--- src/stbuf_pkg.sv ---
`default_nettype none

package stbuf_pkg;

   //------------------------------
   // widths
   //------------------------------
   localparam int DATA_W = 32;
   localparam int BYTE_W = DATA_W / 8;   // byte lanes per word

   // store size, as issued by the pipe
   typedef enum logic [1:0] {
      SZ_BYTE = 2'd0,
      SZ_HALF = 2'd1,
      SZ_WORD = 2'd2
   } size_e;

   // entry data word
   // the drain takes it whole, forwarding picks it apart per lane
   typedef union packed {
      logic [DATA_W-1:0]           word;
      logic [BYTE_W-1:0][7:0]      lanes;
   } stbuf_word_u;

endpackage

`default_nettype wire

--- src/stbuf_if.sv ---
`timescale 1ns/1ps
`default_nettype none

// write and resolve side, alloc -> entries and fwd
interface stbuf_wr_if #(
   parameter int DEPTH  = 4,
   parameter int ADDR_W = 16
);
   localparam int PTR_W = $clog2(DEPTH);

   logic                             wr_en;
   logic [PTR_W-1:0]                 wr_ptr;      // also the oldest slot for fwd
   logic [ADDR_W-1:0]                wr_addr;
   logic [stbuf_pkg::BYTE_W-1:0]     wr_byteen;
   stbuf_pkg::stbuf_word_u           wr_data;
   logic                             res_vld;
   logic [PTR_W-1:0]                 res_ptr;
   logic                             res_commit;

   modport alloc (
      output wr_en, wr_ptr, wr_addr, wr_byteen, wr_data,
      output res_vld, res_ptr, res_commit
   );

   modport entries (
      input wr_en, wr_ptr, wr_addr, wr_byteen, wr_data,
      input res_vld, res_ptr, res_commit
   );

   modport fwd (
      input wr_en, wr_ptr, wr_addr, wr_byteen, wr_data
   );
endinterface

// head of queue, entries <-> drain
interface stbuf_head_if #(
   parameter int ADDR_W = 16
);
   logic                             head_drain;
   logic                             head_flush;
   logic [ADDR_W-1:0]                head_addr;
   logic [stbuf_pkg::BYTE_W-1:0]     head_byteen;
   stbuf_pkg::stbuf_word_u           head_data;
   logic                             pop;         // one cycle, advances rd ptr

   modport entries (
      output head_drain, head_flush, head_addr, head_byteen, head_data,
      input  pop
   );

   modport drain (
      input  head_drain, head_flush, head_addr, head_byteen, head_data,
      output pop
   );
endinterface

`default_nettype wire

--- src/stbuf_alloc.sv ---
`timescale 1ns/1ps
`default_nettype none

module stbuf_alloc #(
   parameter int DEPTH  = 4,
   parameter int ADDR_W = 16
) (
   input  wire logic                    clk,
   input  wire logic                    rst,
   input  wire logic                    st_vld,
   input  wire logic [ADDR_W-1:0]       st_addr,
   input  wire stbuf_pkg::size_e        st_size,
   input  wire logic [stbuf_pkg::DATA_W-1:0] st_data,
   input  wire logic                    res_vld,
   input  wire logic                    res_commit,
   input  wire logic                    st_full,
   stbuf_wr_if.alloc                    wr
);

   localparam int PTR_W  = $clog2(DEPTH);
   localparam int LANE_W = $clog2(stbuf_pkg::BYTE_W);

   logic                            st_accept;
   logic [stbuf_pkg::BYTE_W-1:0]    size_mask;
   logic [PTR_W-1:0]                wr_ptr;
   logic [PTR_W-1:0]                wr_ptr_d1, wr_ptr_d2;
   logic                            accept_d1, accept_d2;

   assign st_accept = st_vld & ~st_full;   // store while full is dropped

   // byte enables, then shifted to the lane of the low address
   always_comb begin
      case (st_size)
         stbuf_pkg::SZ_BYTE: size_mask = stbuf_pkg::BYTE_W'(1);
         stbuf_pkg::SZ_HALF: size_mask = stbuf_pkg::BYTE_W'(3);
         default:            size_mask = '1;
      endcase
   end

   assign wr.wr_en      = st_accept;
   assign wr.wr_ptr     = wr_ptr;
   assign wr.wr_addr    = st_addr;
   assign wr.wr_byteen  = size_mask << st_addr[LANE_W-1:0];
   assign wr.wr_data.word = st_data;

   //------------------------------
   // write pointer and staging
   //------------------------------
   always_ff @(posedge clk) begin
      if (rst) begin
         wr_ptr    <= '0;
         accept_d1 <= 1'b0;
         accept_d2 <= 1'b0;
      end else begin
         if (st_accept)
            wr_ptr <= wr_ptr + 1'b1;
         accept_d1 <= st_accept;
         accept_d2 <= accept_d1;
      end
   end

   // pointer of the store two cycles back, tags the resolve
   always_ff @(posedge clk) begin
      wr_ptr_d1 <= wr_ptr;
      wr_ptr_d2 <= wr_ptr_d1;
   end

   assign wr.res_vld    = res_vld & accept_d2;   // no entry, nothing to resolve
   assign wr.res_ptr    = wr_ptr_d2;
   assign wr.res_commit = res_commit;

endmodule

`default_nettype wire

--- src/stbuf_entries.sv ---
`timescale 1ns/1ps
`default_nettype none

module stbuf_entries #(
   parameter int DEPTH  = 4,
   parameter int ADDR_W = 16
) (
   input  wire logic                                  clk,
   input  wire logic                                  rst,
   stbuf_wr_if.entries                                wr,
   stbuf_head_if.entries                              head,
   output logic [DEPTH-1:0]                           ent_vld,
   output logic [DEPTH-1:0]                           ent_flush,
   output logic [DEPTH-1:0][ADDR_W-1:0]               ent_addr,
   output logic [DEPTH-1:0][stbuf_pkg::BYTE_W-1:0]    ent_byteen,
   output stbuf_pkg::stbuf_word_u [DEPTH-1:0]         ent_data,
   output logic                                       st_full,
   output logic                                       st_empty
);

   localparam int PTR_W = $clog2(DEPTH);

   logic [DEPTH-1:0]   ent_drain;
   logic [PTR_W-1:0]   rd_ptr;

   //------------------------------
   // status bits and read pointer
   //------------------------------
   always_ff @(posedge clk) begin
      if (rst) begin
         ent_vld   <= '0;
         ent_drain <= '0;
         ent_flush <= '0;
         rd_ptr    <= '0;
      end else begin
         for (int i = 0; i < DEPTH; i++) begin
            if (wr.wr_en && wr.wr_ptr == PTR_W'(i))
               ent_vld[i] <= 1'b1;
            if (wr.res_vld && wr.res_ptr == PTR_W'(i)) begin
               ent_drain[i] <= wr.res_commit;
               ent_flush[i] <= ~wr.res_commit;
            end
            // pop wins, head is already resolved by then
            if (head.pop && rd_ptr == PTR_W'(i)) begin
               ent_vld[i]   <= 1'b0;
               ent_drain[i] <= 1'b0;
               ent_flush[i] <= 1'b0;
            end
         end
         if (head.pop)
            rd_ptr <= rd_ptr + 1'b1;
      end
   end

   // entry payload
   always_ff @(posedge clk) begin
      if (wr.wr_en) begin
         ent_addr[wr.wr_ptr]   <= wr.wr_addr;
         ent_byteen[wr.wr_ptr] <= wr.wr_byteen;
         ent_data[wr.wr_ptr]   <= wr.wr_data;
      end
   end

   // head of queue
   assign head.head_drain  = ent_drain[rd_ptr];
   assign head.head_flush  = ent_flush[rd_ptr];
   assign head.head_addr   = ent_addr[rd_ptr];
   assign head.head_byteen = ent_byteen[rd_ptr];
   assign head.head_data   = ent_data[rd_ptr];

   assign st_full  = &ent_vld;    // every slot taken
   assign st_empty = ~|ent_vld;

endmodule

`default_nettype wire

--- src/stbuf_fwd.sv ---
`timescale 1ns/1ps
`default_nettype none

module stbuf_fwd #(
   parameter int DEPTH  = 4,
   parameter int ADDR_W = 16
) (
   input  wire logic                                  clk,
   input  wire logic                                  rst,
   input  wire logic                                  ld_vld,
   input  wire logic [ADDR_W-1:0]                     ld_addr,
   stbuf_wr_if.fwd                                    wr,
   input  wire logic [DEPTH-1:0]                      ent_vld,
   input  wire logic [DEPTH-1:0]                      ent_flush,
   input  wire logic [DEPTH-1:0][ADDR_W-1:0]          ent_addr,
   input  wire logic [DEPTH-1:0][stbuf_pkg::BYTE_W-1:0] ent_byteen,
   input  wire stbuf_pkg::stbuf_word_u [DEPTH-1:0]    ent_data,
   output logic [stbuf_pkg::BYTE_W-1:0]               fwd_byteen,
   output logic [stbuf_pkg::DATA_W-1:0]               fwd_data
);

   localparam int PTR_W  = $clog2(DEPTH);
   localparam int LANE_W = $clog2(stbuf_pkg::BYTE_W);

   logic [DEPTH-1:0]                  ent_hit;
   logic                              wr_hit;
   logic [PTR_W-1:0]                  idx;
   logic [stbuf_pkg::BYTE_W-1:0]      byteen_c;
   stbuf_pkg::stbuf_word_u            data_c;

   // word compare, flushed entries never forward
   always_comb begin
      for (int i = 0; i < DEPTH; i++)
         ent_hit[i] = ent_vld[i] & ~ent_flush[i] &
                      (ent_addr[i][ADDR_W-1:LANE_W] == ld_addr[ADDR_W-1:LANE_W]);
   end

   assign wr_hit = wr.wr_en & (wr.wr_addr[ADDR_W-1:LANE_W] == ld_addr[ADDR_W-1:LANE_W]);

   //------------------------------
   // merge, oldest first
   //------------------------------
   always_comb begin
      byteen_c = '0;
      data_c   = '0;
      idx      = wr.wr_ptr;
      for (int k = 0; k < DEPTH; k++) begin
         idx = wr.wr_ptr + PTR_W'(k);   // slot at wr_ptr is the oldest
         for (int j = 0; j < stbuf_pkg::BYTE_W; j++) begin
            if (ent_hit[idx] && ent_byteen[idx][j]) begin
               byteen_c[j]     = 1'b1;
               data_c.lanes[j] = ent_data[idx].lanes[j];
            end
         end
      end
      // store in flight this cycle is younger than any entry
      for (int j = 0; j < stbuf_pkg::BYTE_W; j++) begin
         if (wr_hit && wr.wr_byteen[j]) begin
            byteen_c[j]     = 1'b1;
            data_c.lanes[j] = wr.wr_data.lanes[j];
         end
      end
   end

   always_ff @(posedge clk) begin
      if (rst)
         fwd_byteen <= '0;
      else
         fwd_byteen <= ld_vld ? byteen_c : '0;
   end

   always_ff @(posedge clk)
      fwd_data <= ld_vld ? data_c.word : '0;   // zero when no load

endmodule

`default_nettype wire

--- src/stbuf_drain_wb.sv ---
`timescale 1ns/1ps
`default_nettype none

module stbuf_drain_wb #(
   parameter int ADDR_W = 16
) (
   input  wire logic                         clk,
   input  wire logic                         rst,
   stbuf_head_if.drain                       head,
   output logic                              wb_cyc,
   output logic                              wb_stb,
   output logic                              wb_we,
   output logic [ADDR_W-1:0]                 wb_adr,
   output logic [stbuf_pkg::BYTE_W-1:0]      wb_sel,
   output logic [stbuf_pkg::DATA_W-1:0]      wb_dat_o,
   input  wire logic                         wb_ack
);

   localparam int LANE_W = $clog2(stbuf_pkg::BYTE_W);

   logic busy;   // bus cycle open

   // idle: flushed head goes at once, busy: pop on ack
   assign head.pop = busy ? wb_ack : head.head_flush;

   always_ff @(posedge clk) begin
      if (rst)
         busy <= 1'b0;
      else if (busy)
         busy <= ~wb_ack;            // one idle cycle after each ack
      else
         busy <= head.head_drain;
   end

   // launch registers, held while the head stays put
   always_ff @(posedge clk) begin
      if (!busy && head.head_drain) begin
         wb_adr   <= {head.head_addr[ADDR_W-1:LANE_W], LANE_W'(0)};
         wb_sel   <= head.head_byteen;
         wb_dat_o <= head.head_data.word;
      end
   end

   assign wb_cyc = busy;
   assign wb_stb = busy;
   assign wb_we  = busy;   // writes only

endmodule

`default_nettype wire

--- src/stbuf_top.sv ---
`timescale 1ns/1ps
`default_nettype none

module stbuf_top #(
   parameter int DEPTH  = 4,
   parameter int ADDR_W = 16
) (
   input  wire logic                         clk,
   input  wire logic                         rst,
   // store request
   input  wire logic                         st_vld,
   input  wire logic [ADDR_W-1:0]            st_addr,
   input  wire stbuf_pkg::size_e             st_size,
   input  wire logic [stbuf_pkg::DATA_W-1:0] st_data,
   // resolve, two cycles after the store
   input  wire logic                         res_vld,
   input  wire logic                         res_commit,
   // load forwarding
   input  wire logic                         ld_vld,
   input  wire logic [ADDR_W-1:0]            ld_addr,
   output logic [stbuf_pkg::BYTE_W-1:0]      fwd_byteen,
   output logic [stbuf_pkg::DATA_W-1:0]      fwd_data,
   output logic                              st_full,
   output logic                              st_empty,
   // wishbone master
   output logic                              wb_cyc,
   output logic                              wb_stb,
   output logic                              wb_we,
   output logic [ADDR_W-1:0]                 wb_adr,
   output logic [stbuf_pkg::BYTE_W-1:0]      wb_sel,
   output logic [stbuf_pkg::DATA_W-1:0]      wb_dat_o,
   input  wire logic                         wb_ack
);

   logic [DEPTH-1:0]                          ent_vld;
   logic [DEPTH-1:0]                          ent_flush;
   logic [DEPTH-1:0][ADDR_W-1:0]              ent_addr;
   logic [DEPTH-1:0][stbuf_pkg::BYTE_W-1:0]   ent_byteen;
   stbuf_pkg::stbuf_word_u [DEPTH-1:0]        ent_data;

   stbuf_wr_if   #(.DEPTH(DEPTH), .ADDR_W(ADDR_W)) wr_bus ();
   stbuf_head_if #(.ADDR_W(ADDR_W))                head_bus ();

   stbuf_alloc #(.DEPTH(DEPTH), .ADDR_W(ADDR_W)) alloc_i (
      .clk, .rst, .st_vld, .st_addr, .st_size, .st_data,
      .res_vld, .res_commit, .st_full,
      .wr (wr_bus)
   );

   stbuf_entries #(.DEPTH(DEPTH), .ADDR_W(ADDR_W)) entries_i (
      .clk, .rst,
      .wr (wr_bus), .head (head_bus),
      .ent_vld, .ent_flush, .ent_addr, .ent_byteen, .ent_data,
      .st_full, .st_empty
   );

   stbuf_fwd #(.DEPTH(DEPTH), .ADDR_W(ADDR_W)) fwd_i (
      .clk, .rst, .ld_vld, .ld_addr,
      .wr (wr_bus),
      .ent_vld, .ent_flush, .ent_addr, .ent_byteen, .ent_data,
      .fwd_byteen, .fwd_data
   );

   stbuf_drain_wb #(.ADDR_W(ADDR_W)) drain_i (
      .clk, .rst,
      .head (head_bus),
      .wb_cyc, .wb_stb, .wb_we, .wb_adr, .wb_sel, .wb_dat_o, .wb_ack
   );

endmodule

`default_nettype wire

--- config.mk ---
export PLATFORM = sky130hd
export DESIGN_NAME = stbuf_top
export DESIGN_NICKNAME = d
export VERILOG_FILES = /design/src/stbuf_pkg.sv /design/src/stbuf_if.sv /design/src/stbuf_alloc.sv /design/src/stbuf_entries.sv /design/src/stbuf_fwd.sv /design/src/stbuf_drain_wb.sv /design/src/stbuf_top.sv
export SDC_FILE = /design/constraint.sdc
export NUM_CORES = 1
export LEC_CHECK = 0
export BUFFER_PORTS_ARGS = -buffer_cell sky130_fd_sc_hd__buf_2
export CORE_UTILIZATION = 45
export DETAILED_ROUTE_END_ITERATION = 16
export SETUP_SLACK_MARGIN = 0.05
export SYNTH_ARGS = -nofsm -noshare
export SYNTH_HDL_FRONTEND = slang
export SYNTH_SLANG_ARGS = --single-unit
--- constraint.sdc ---
create_clock -name clk -period 4.1 [get_ports clk]
set_input_delay 0.41 -clock clk [delete_from_list [all_inputs] [get_ports clk]]
set_output_delay 0.41 -clock clk [all_outputs]
set_load 0.1 [all_outputs]
Yosys cells after proc, flatten, opt, wreduce, memory -nomap -nowiden
Index checks and enable logic that the tools add are counted.
Storage, ports and cells
  register bits after elaboration: 317
  logic and storage cells: 214
Cells by class
  add/subtract/negate cells: 4
  magnitude comparators: 6
  equal/unequal tests: 15
  shift-type cells: 1
  mux-type cells: 86
  bitwise operators: 19
  reduce and logical (&&, ||, !) cells: 47
Operators by type and width (count)
  binary-select mux 32 bit (select 2 bit): 5
  2-to-1 mux 32 bit: 6
  2-to-1 mux 8 bit: 20
  bitwise mux 128 bit: 1
  == test 14 bit: 5
  bitwise mux 64 bit: 1
  demux 32 bit (select 2 bit): 1
  binary-select mux 4 bit (select 2 bit): 5
  logical AND 1 bit: 34
  binary-select mux 16 bit (select 2 bit): 1
  demux 16 bit (select 2 bit): 1
  2-to-1 mux 16 bit: 2
  2-to-1 mux 1 bit: 28
  2-to-1 mux 4 bit: 6
  bitwise mux 16 bit: 1
  less-than comparator 2 x 3 -> 1 bit (second input constant): 5
  binary-select mux 1 bit (select 2 bit): 6
  == test 2 bit (second input constant): 6
  AND 1 bit: 11
  OR reduction 2 bit: 5
  demux 4 bit (select 2 bit): 1
  == test 2 x 1 -> 1 bit (second input constant): 4
  logical NOT 2 bit: 4
  NOT 1 bit: 8
  other kinds (8): 11

Depth between registers and ports, before layout
  depth after elaboration: 11
  mapped depth: 12

Hierarchy
A second synthesis with hierarchy kept.
Second synthesis, totals
  cell total of the unflattened synthesis: 1362
  area total of the unflattened synthesis: 17424.2 um^2
By module, submodules not included
  stbuf_entries: times used 1, cells an instance 336, area an instance 8192.9 um^2
  stbuf_fwd: times used 1, cells an instance 893, area an instance 7013.0 um^2
  stbuf_drain_wb: times used 1, cells an instance 60, area an instance 1589.0 um^2
  stbuf_alloc: times used 1, cells an instance 73, area an instance 629.4 um^2

Worst setup path after synthesis
No wires, ideal clock.
  path type: reg-to-reg
  from: register entries_i.rd_ptr[1]
  to: register drain_i.wb_adr[10], enable pin
  arrival time: 3.254 ns
  data required time: 3.635 ns
  path slack: 0.380 ns
  cell stages (with the launch flop): 4
  path buffers: 1
  period minus slack after synthesis: 3.720 ns
  path through: dfxtp_1 clkbuf_1 mux4_2 nor2b_1
Between the ends
  longest elaborated chain between the ends: 3
Ends and longest elaborated chain
  from (decl): RTL line stbuf_entries.sv:24  | logic [PTR_W-1:0] rd_ptr;
  from (signal assigned): RTL line stbuf_entries.sv:51  | rd_ptr <= rd_ptr + 1'b1;
  binary-select mux 1 bit (select 2 bit): RTL line stbuf_entries.sv:65  | assign head.head_drain = ent_drain[rd_ptr];
  2-to-1 mux 1 bit (implied by the code): RTL line stbuf_entries.sv:65
  logical AND 1 bit: RTL line stbuf_drain_wb.sv:37  | if (!busy && head.head_drain) begin
  to (signal assigned): RTL line stbuf_drain_wb.sv:38  | wb_adr <= {head.head_addr[ADDR_W-1:LANE_W], LANE_W'(0)};
  to (decl): RTL line stbuf_drain_wb.sv:13  | output logic [ADDR_W-1:0] wb_adr,
No other way between the ends. The select of a mux whose other input is x is not followed.
A chain may end at the register's enable or synchronous reset.

Worst setup path in the final report
  from: register alloc_i.wr_ptr[0], in the netlist alloc_i.wr.wr_ptr[0]
  to: register fwd_i.fwd_data[11] (netlist bit)
Between the ends
  longest elaborated chain between the ends: 8
Ends and longest elaborated chain
  from (decl): RTL line stbuf_alloc.sv:25  | logic [PTR_W-1:0] wr_ptr;
  from (signal assigned): RTL line stbuf_alloc.sv:56  | wr_ptr <= wr_ptr + 1'b1;
  adder 2 x 1 -> 2 bit (tied with other cells): RTL line stbuf_fwd.sv:48  | idx = wr.wr_ptr + PTR_W'(k);
  binary-select mux 1 bit (select 2 bit) (tied with other cells): RTL line stbuf_fwd.sv:50  | if (ent_hit[idx] && ent_byteen[idx][j]) begin
  2-to-1 mux 1 bit (implied by the code) (tied with other cells): RTL line stbuf_fwd.sv:50
  logical AND 1 bit / 2-to-1 mux 8 bit (equally long branches): RTL line stbuf_fwd.sv:50
  2-to-1 mux 8 bit (2 in a row): RTL line stbuf_fwd.sv:50
  2-to-1 mux 8 bit (*): RTL line stbuf_fwd.sv:50
  2-to-1 mux 8 bit (*): RTL line stbuf_fwd.sv:58  | if (wr_hit && wr.wr_byteen[j]) begin
  to (signal assigned): RTL line stbuf_fwd.sv:73  | fwd_data <= ld_vld ? data_c.word : '0;
  to (decl): RTL line stbuf_fwd.sv:19  | output logic [stbuf_pkg::DATA_W-1:0] fwd_data
Every way passes the cells marked *; elsewhere a longest branch is shown, timed or not. The select of a mux whose other input is x is not followed.

==> flow_summary.toml <==
[run_status]
status = "completed"

[placed_design]
dpl.hpwl_mm = 28.54
dpl_cell_area_um2 = 17940
place_congestion = 0.8179
dp_cells = 1782
io_buffers = 161

[layout]
fillers = 3094
drive_gt1_share_pct = 30.65
final_cells = 1852
final_area_um2 = 19140
multi_input_area_um2 = 7555
regArea_um2 = 8701
area_growth_pct = 13.82
nNetsFinal = 1433

[logic_synthesis]
ys_types = 67
yosysTopAreaCellShare_pct = 44.64
synthCells = 1215
synth.top_cells.by_count = "250 x edfxtp_1, 97 x mux2i_1, 95 x mux4_2"
synth-edff-count = 250
async_reset_ff_share_pct = 0
synth_area_leaders = "edfxtp_1 45%, mux4_2 13%, dfxtp_1 7.0%"
synth_largest_area_cell = "edfxtp_1"
synth.most_common_cell = "edfxtp_1"
synth_flop_cell = "edfxtp_1"
ys_ff_latch = 309
synth_warnings = 0
avgSynthCellArea_um2 = 13.84
syn_area_um2 = 16820
ys_seq_area_share_pct = 51.66

[timing]
period_needed_ns = 3.450
setup_viol = 0
slew_violations = 0
finalCritPeriodShare_pct = 84.15
whs_ns = 0.09054
rsz0062_at_grt = "no"
fin_setup_tns_ns = 0
worst_pin_slew_ns = 1.061
hold_viol_final = 0
skew_ns = 0.03478
fmax_mhz = 289.8
max_slew_margin_pct = 29.27

[worst_setup_path]
crit_buf_inv = 2
path_class = "reg -> reg"
crit_family = "buffers and inverters"
cpMaxStageDelayCell = "buf_4"
end_kind = "flip-flop"
crit_path_max_fanout = 78
slowest_delay_ns = 0.85
crit_arrival_ns = 3.86
crit_required_ns = 4.51
start_kind = "flip-flop"
path_common_cell = "buf_4"
cp_cell_sequence = "buf_4 > buf_4 > mux2i_1 > and3_1 > a311oi_1 > a221oi_1 > o21ai_0"

[drt]
viasPerCell = 6.254
drc = 0
antenna_left = 0
drtIter0Drc = 1006
wl_per_cell_um = 24.25
drt_first_pass_iters = 5
vias = 11580
wirelength_mm = 44.90

[power]
comb_power_share_pct = 14.5
switching_share_pct = 26.40
p_int_mw = 5.865
power_density_nw_per_um2 = 416.3
peakVddDrop_mv = 0.3544
clkPwrFrac_pct = 40.3
power.switching_mw = 2.104
p_seq_share_pct = 45.3
leakage_nw = 6.585

[clock_tree]
cts_tree = "built"
post_cts_buffers = 0
cts.clk_slew.worst_paths_ns = 0.06
clock_sinks = 309
cts-hold-fix-buffers = 0
cts.htree.levels = 2
insertion_delay_ns = 0.56
cts_made_buffers = 36
cts_root_buf = "clkbuf_16"
cts_resized = 0
clockBufferDepth = 3

[die]
fp-row-count = 70
die-area_um2 = 38150
io_pins = 166
core-area_um2 = 36700
die_y_um = 195.3
die_x_um = 195.3
initial_core_util_pct = 45.83

[worst_hold_path]
hold_class = "in -> reg"

[grt]
grt_pass1_vias = 11480
grt_overflow = 0
grt_max_degree = 79
grt_pass1_wl_mm = 68.09
antenna_found_initial = 4
track_usage_pct = 23.52

[run]
maxCapViolCount = 0
## cell families (layout without fill, tap and decap cells)
kind of cell	Yosys count	count (layout)	share of synthesized area (%)
flip-flops	309	309	51.66
AND/OR/NAND/NOR	249	249	8.303
multiplexers	238	238	21.59
AO/OA/AOI/OAI	234	234	10.30
buffers and inverters	104	268	3.512
XOR/XNOR	72	72	4.018
adder cells (fa/ha/maj)	8	8	0.5952
other	1	6	0.02230
## metal layers
| layer | GRT usage (%) | part of all wire, % | vias up |
|---|---|---|---|
| met5 | 0 | 0 | - |
| met4 | 9.449 | 3.0 | 0 |
| met3 | 4.404 | 5.7 | 87 |
| met2 | 37.08 | 47 | 435 |
| met1 | 32.12 | 44 | 5838 |
| li1 | - | - | 5222 |
## stage by stage
step	utilization (%)	total power, mW	setup WS, ns
finish	52.16	7.969	0.6497
detailed placement	48.89	4.825	0.7195
floorplan	-	4.543	0.3802
CTS	52.13	8.046	0.6649
global placement	48.89	4.812	0.7805
global route	52.16	8.243	0.4288
## path summary, 6_finish.rpt
check | from | to | slack, ns | depth (start not counted)
worst max-delay path | alloc_i.wr.wr_ptr[0] | fwd_i.fwd_data[11] | 0.65 | 7
worst min-delay path | st_data[30] | entries_i.ent_data[126] | 0.09 | 1
worst max register to register | alloc_i.wr.wr_ptr[0] | fwd_i.fwd_data[11] | 0.65 | 7
worst min register to register | alloc_i.wr_ptr_d1[0] | alloc_i.wr.res_ptr[0] | 0.33 | 0
## cell type report
| cell class | instances | share of cell area [%] |
|---|---|---|
| Tap cell | 468 | 3.059 |
| Clock buffer | 46 | 5.386 |
| Inverter | 14 | 0.2745 |
| Timing Repair Buffer | 188 | 5.464 |
| Sequential cell | 309 | 45.45 |
| Clock inverter | 20 | 0.8432 |
| Antenna cell | 4 | 0.05229 |
| Multi-Input combinational cell | 803 | 39.47 |
## power by group through the flow
stage                     Sequential, mW  Combinational (mW)  Clock, mW
after CTS                           3.61                1.16       3.28
final                               3.61                1.15       3.21
after floorplan                     3.78               0.767          0
after detailed placement            3.67                1.15          0
after global placement              3.67                1.14          0
after global routing                3.62                1.23       3.39
## layout by cell type (no fill, tap or decap), types with 38 or more instances in the layout
cell       instances
edfxtp_1         250
buf_2            161
mux2i_1           97
mux4_2            95
dfxtp_1           55
xor2_1            54
nor3_1            45
nand2_1           45
nor2_1            44
mux2_2            43
o21ai_0           38
clkbuf_16         38
## sequential cells by signal (all words and copies together), names as in the netlist, 4 cells and up
name	count
drain_i.wb_adr	14
drain_i.wb_dat_o	32
drain_i.wb_sel	4
entries_i.ent_addr	56
entries_i.ent_byteen	16
entries_i.ent_data	128
entries_i.ent_drain	4
entries_i.ent_flush	4
entries_i.ent_vld	4
fwd_i.fwd_byteen	4
fwd_i.fwd_data	32
No activity file was read; power rests on OpenSTA's default activity.
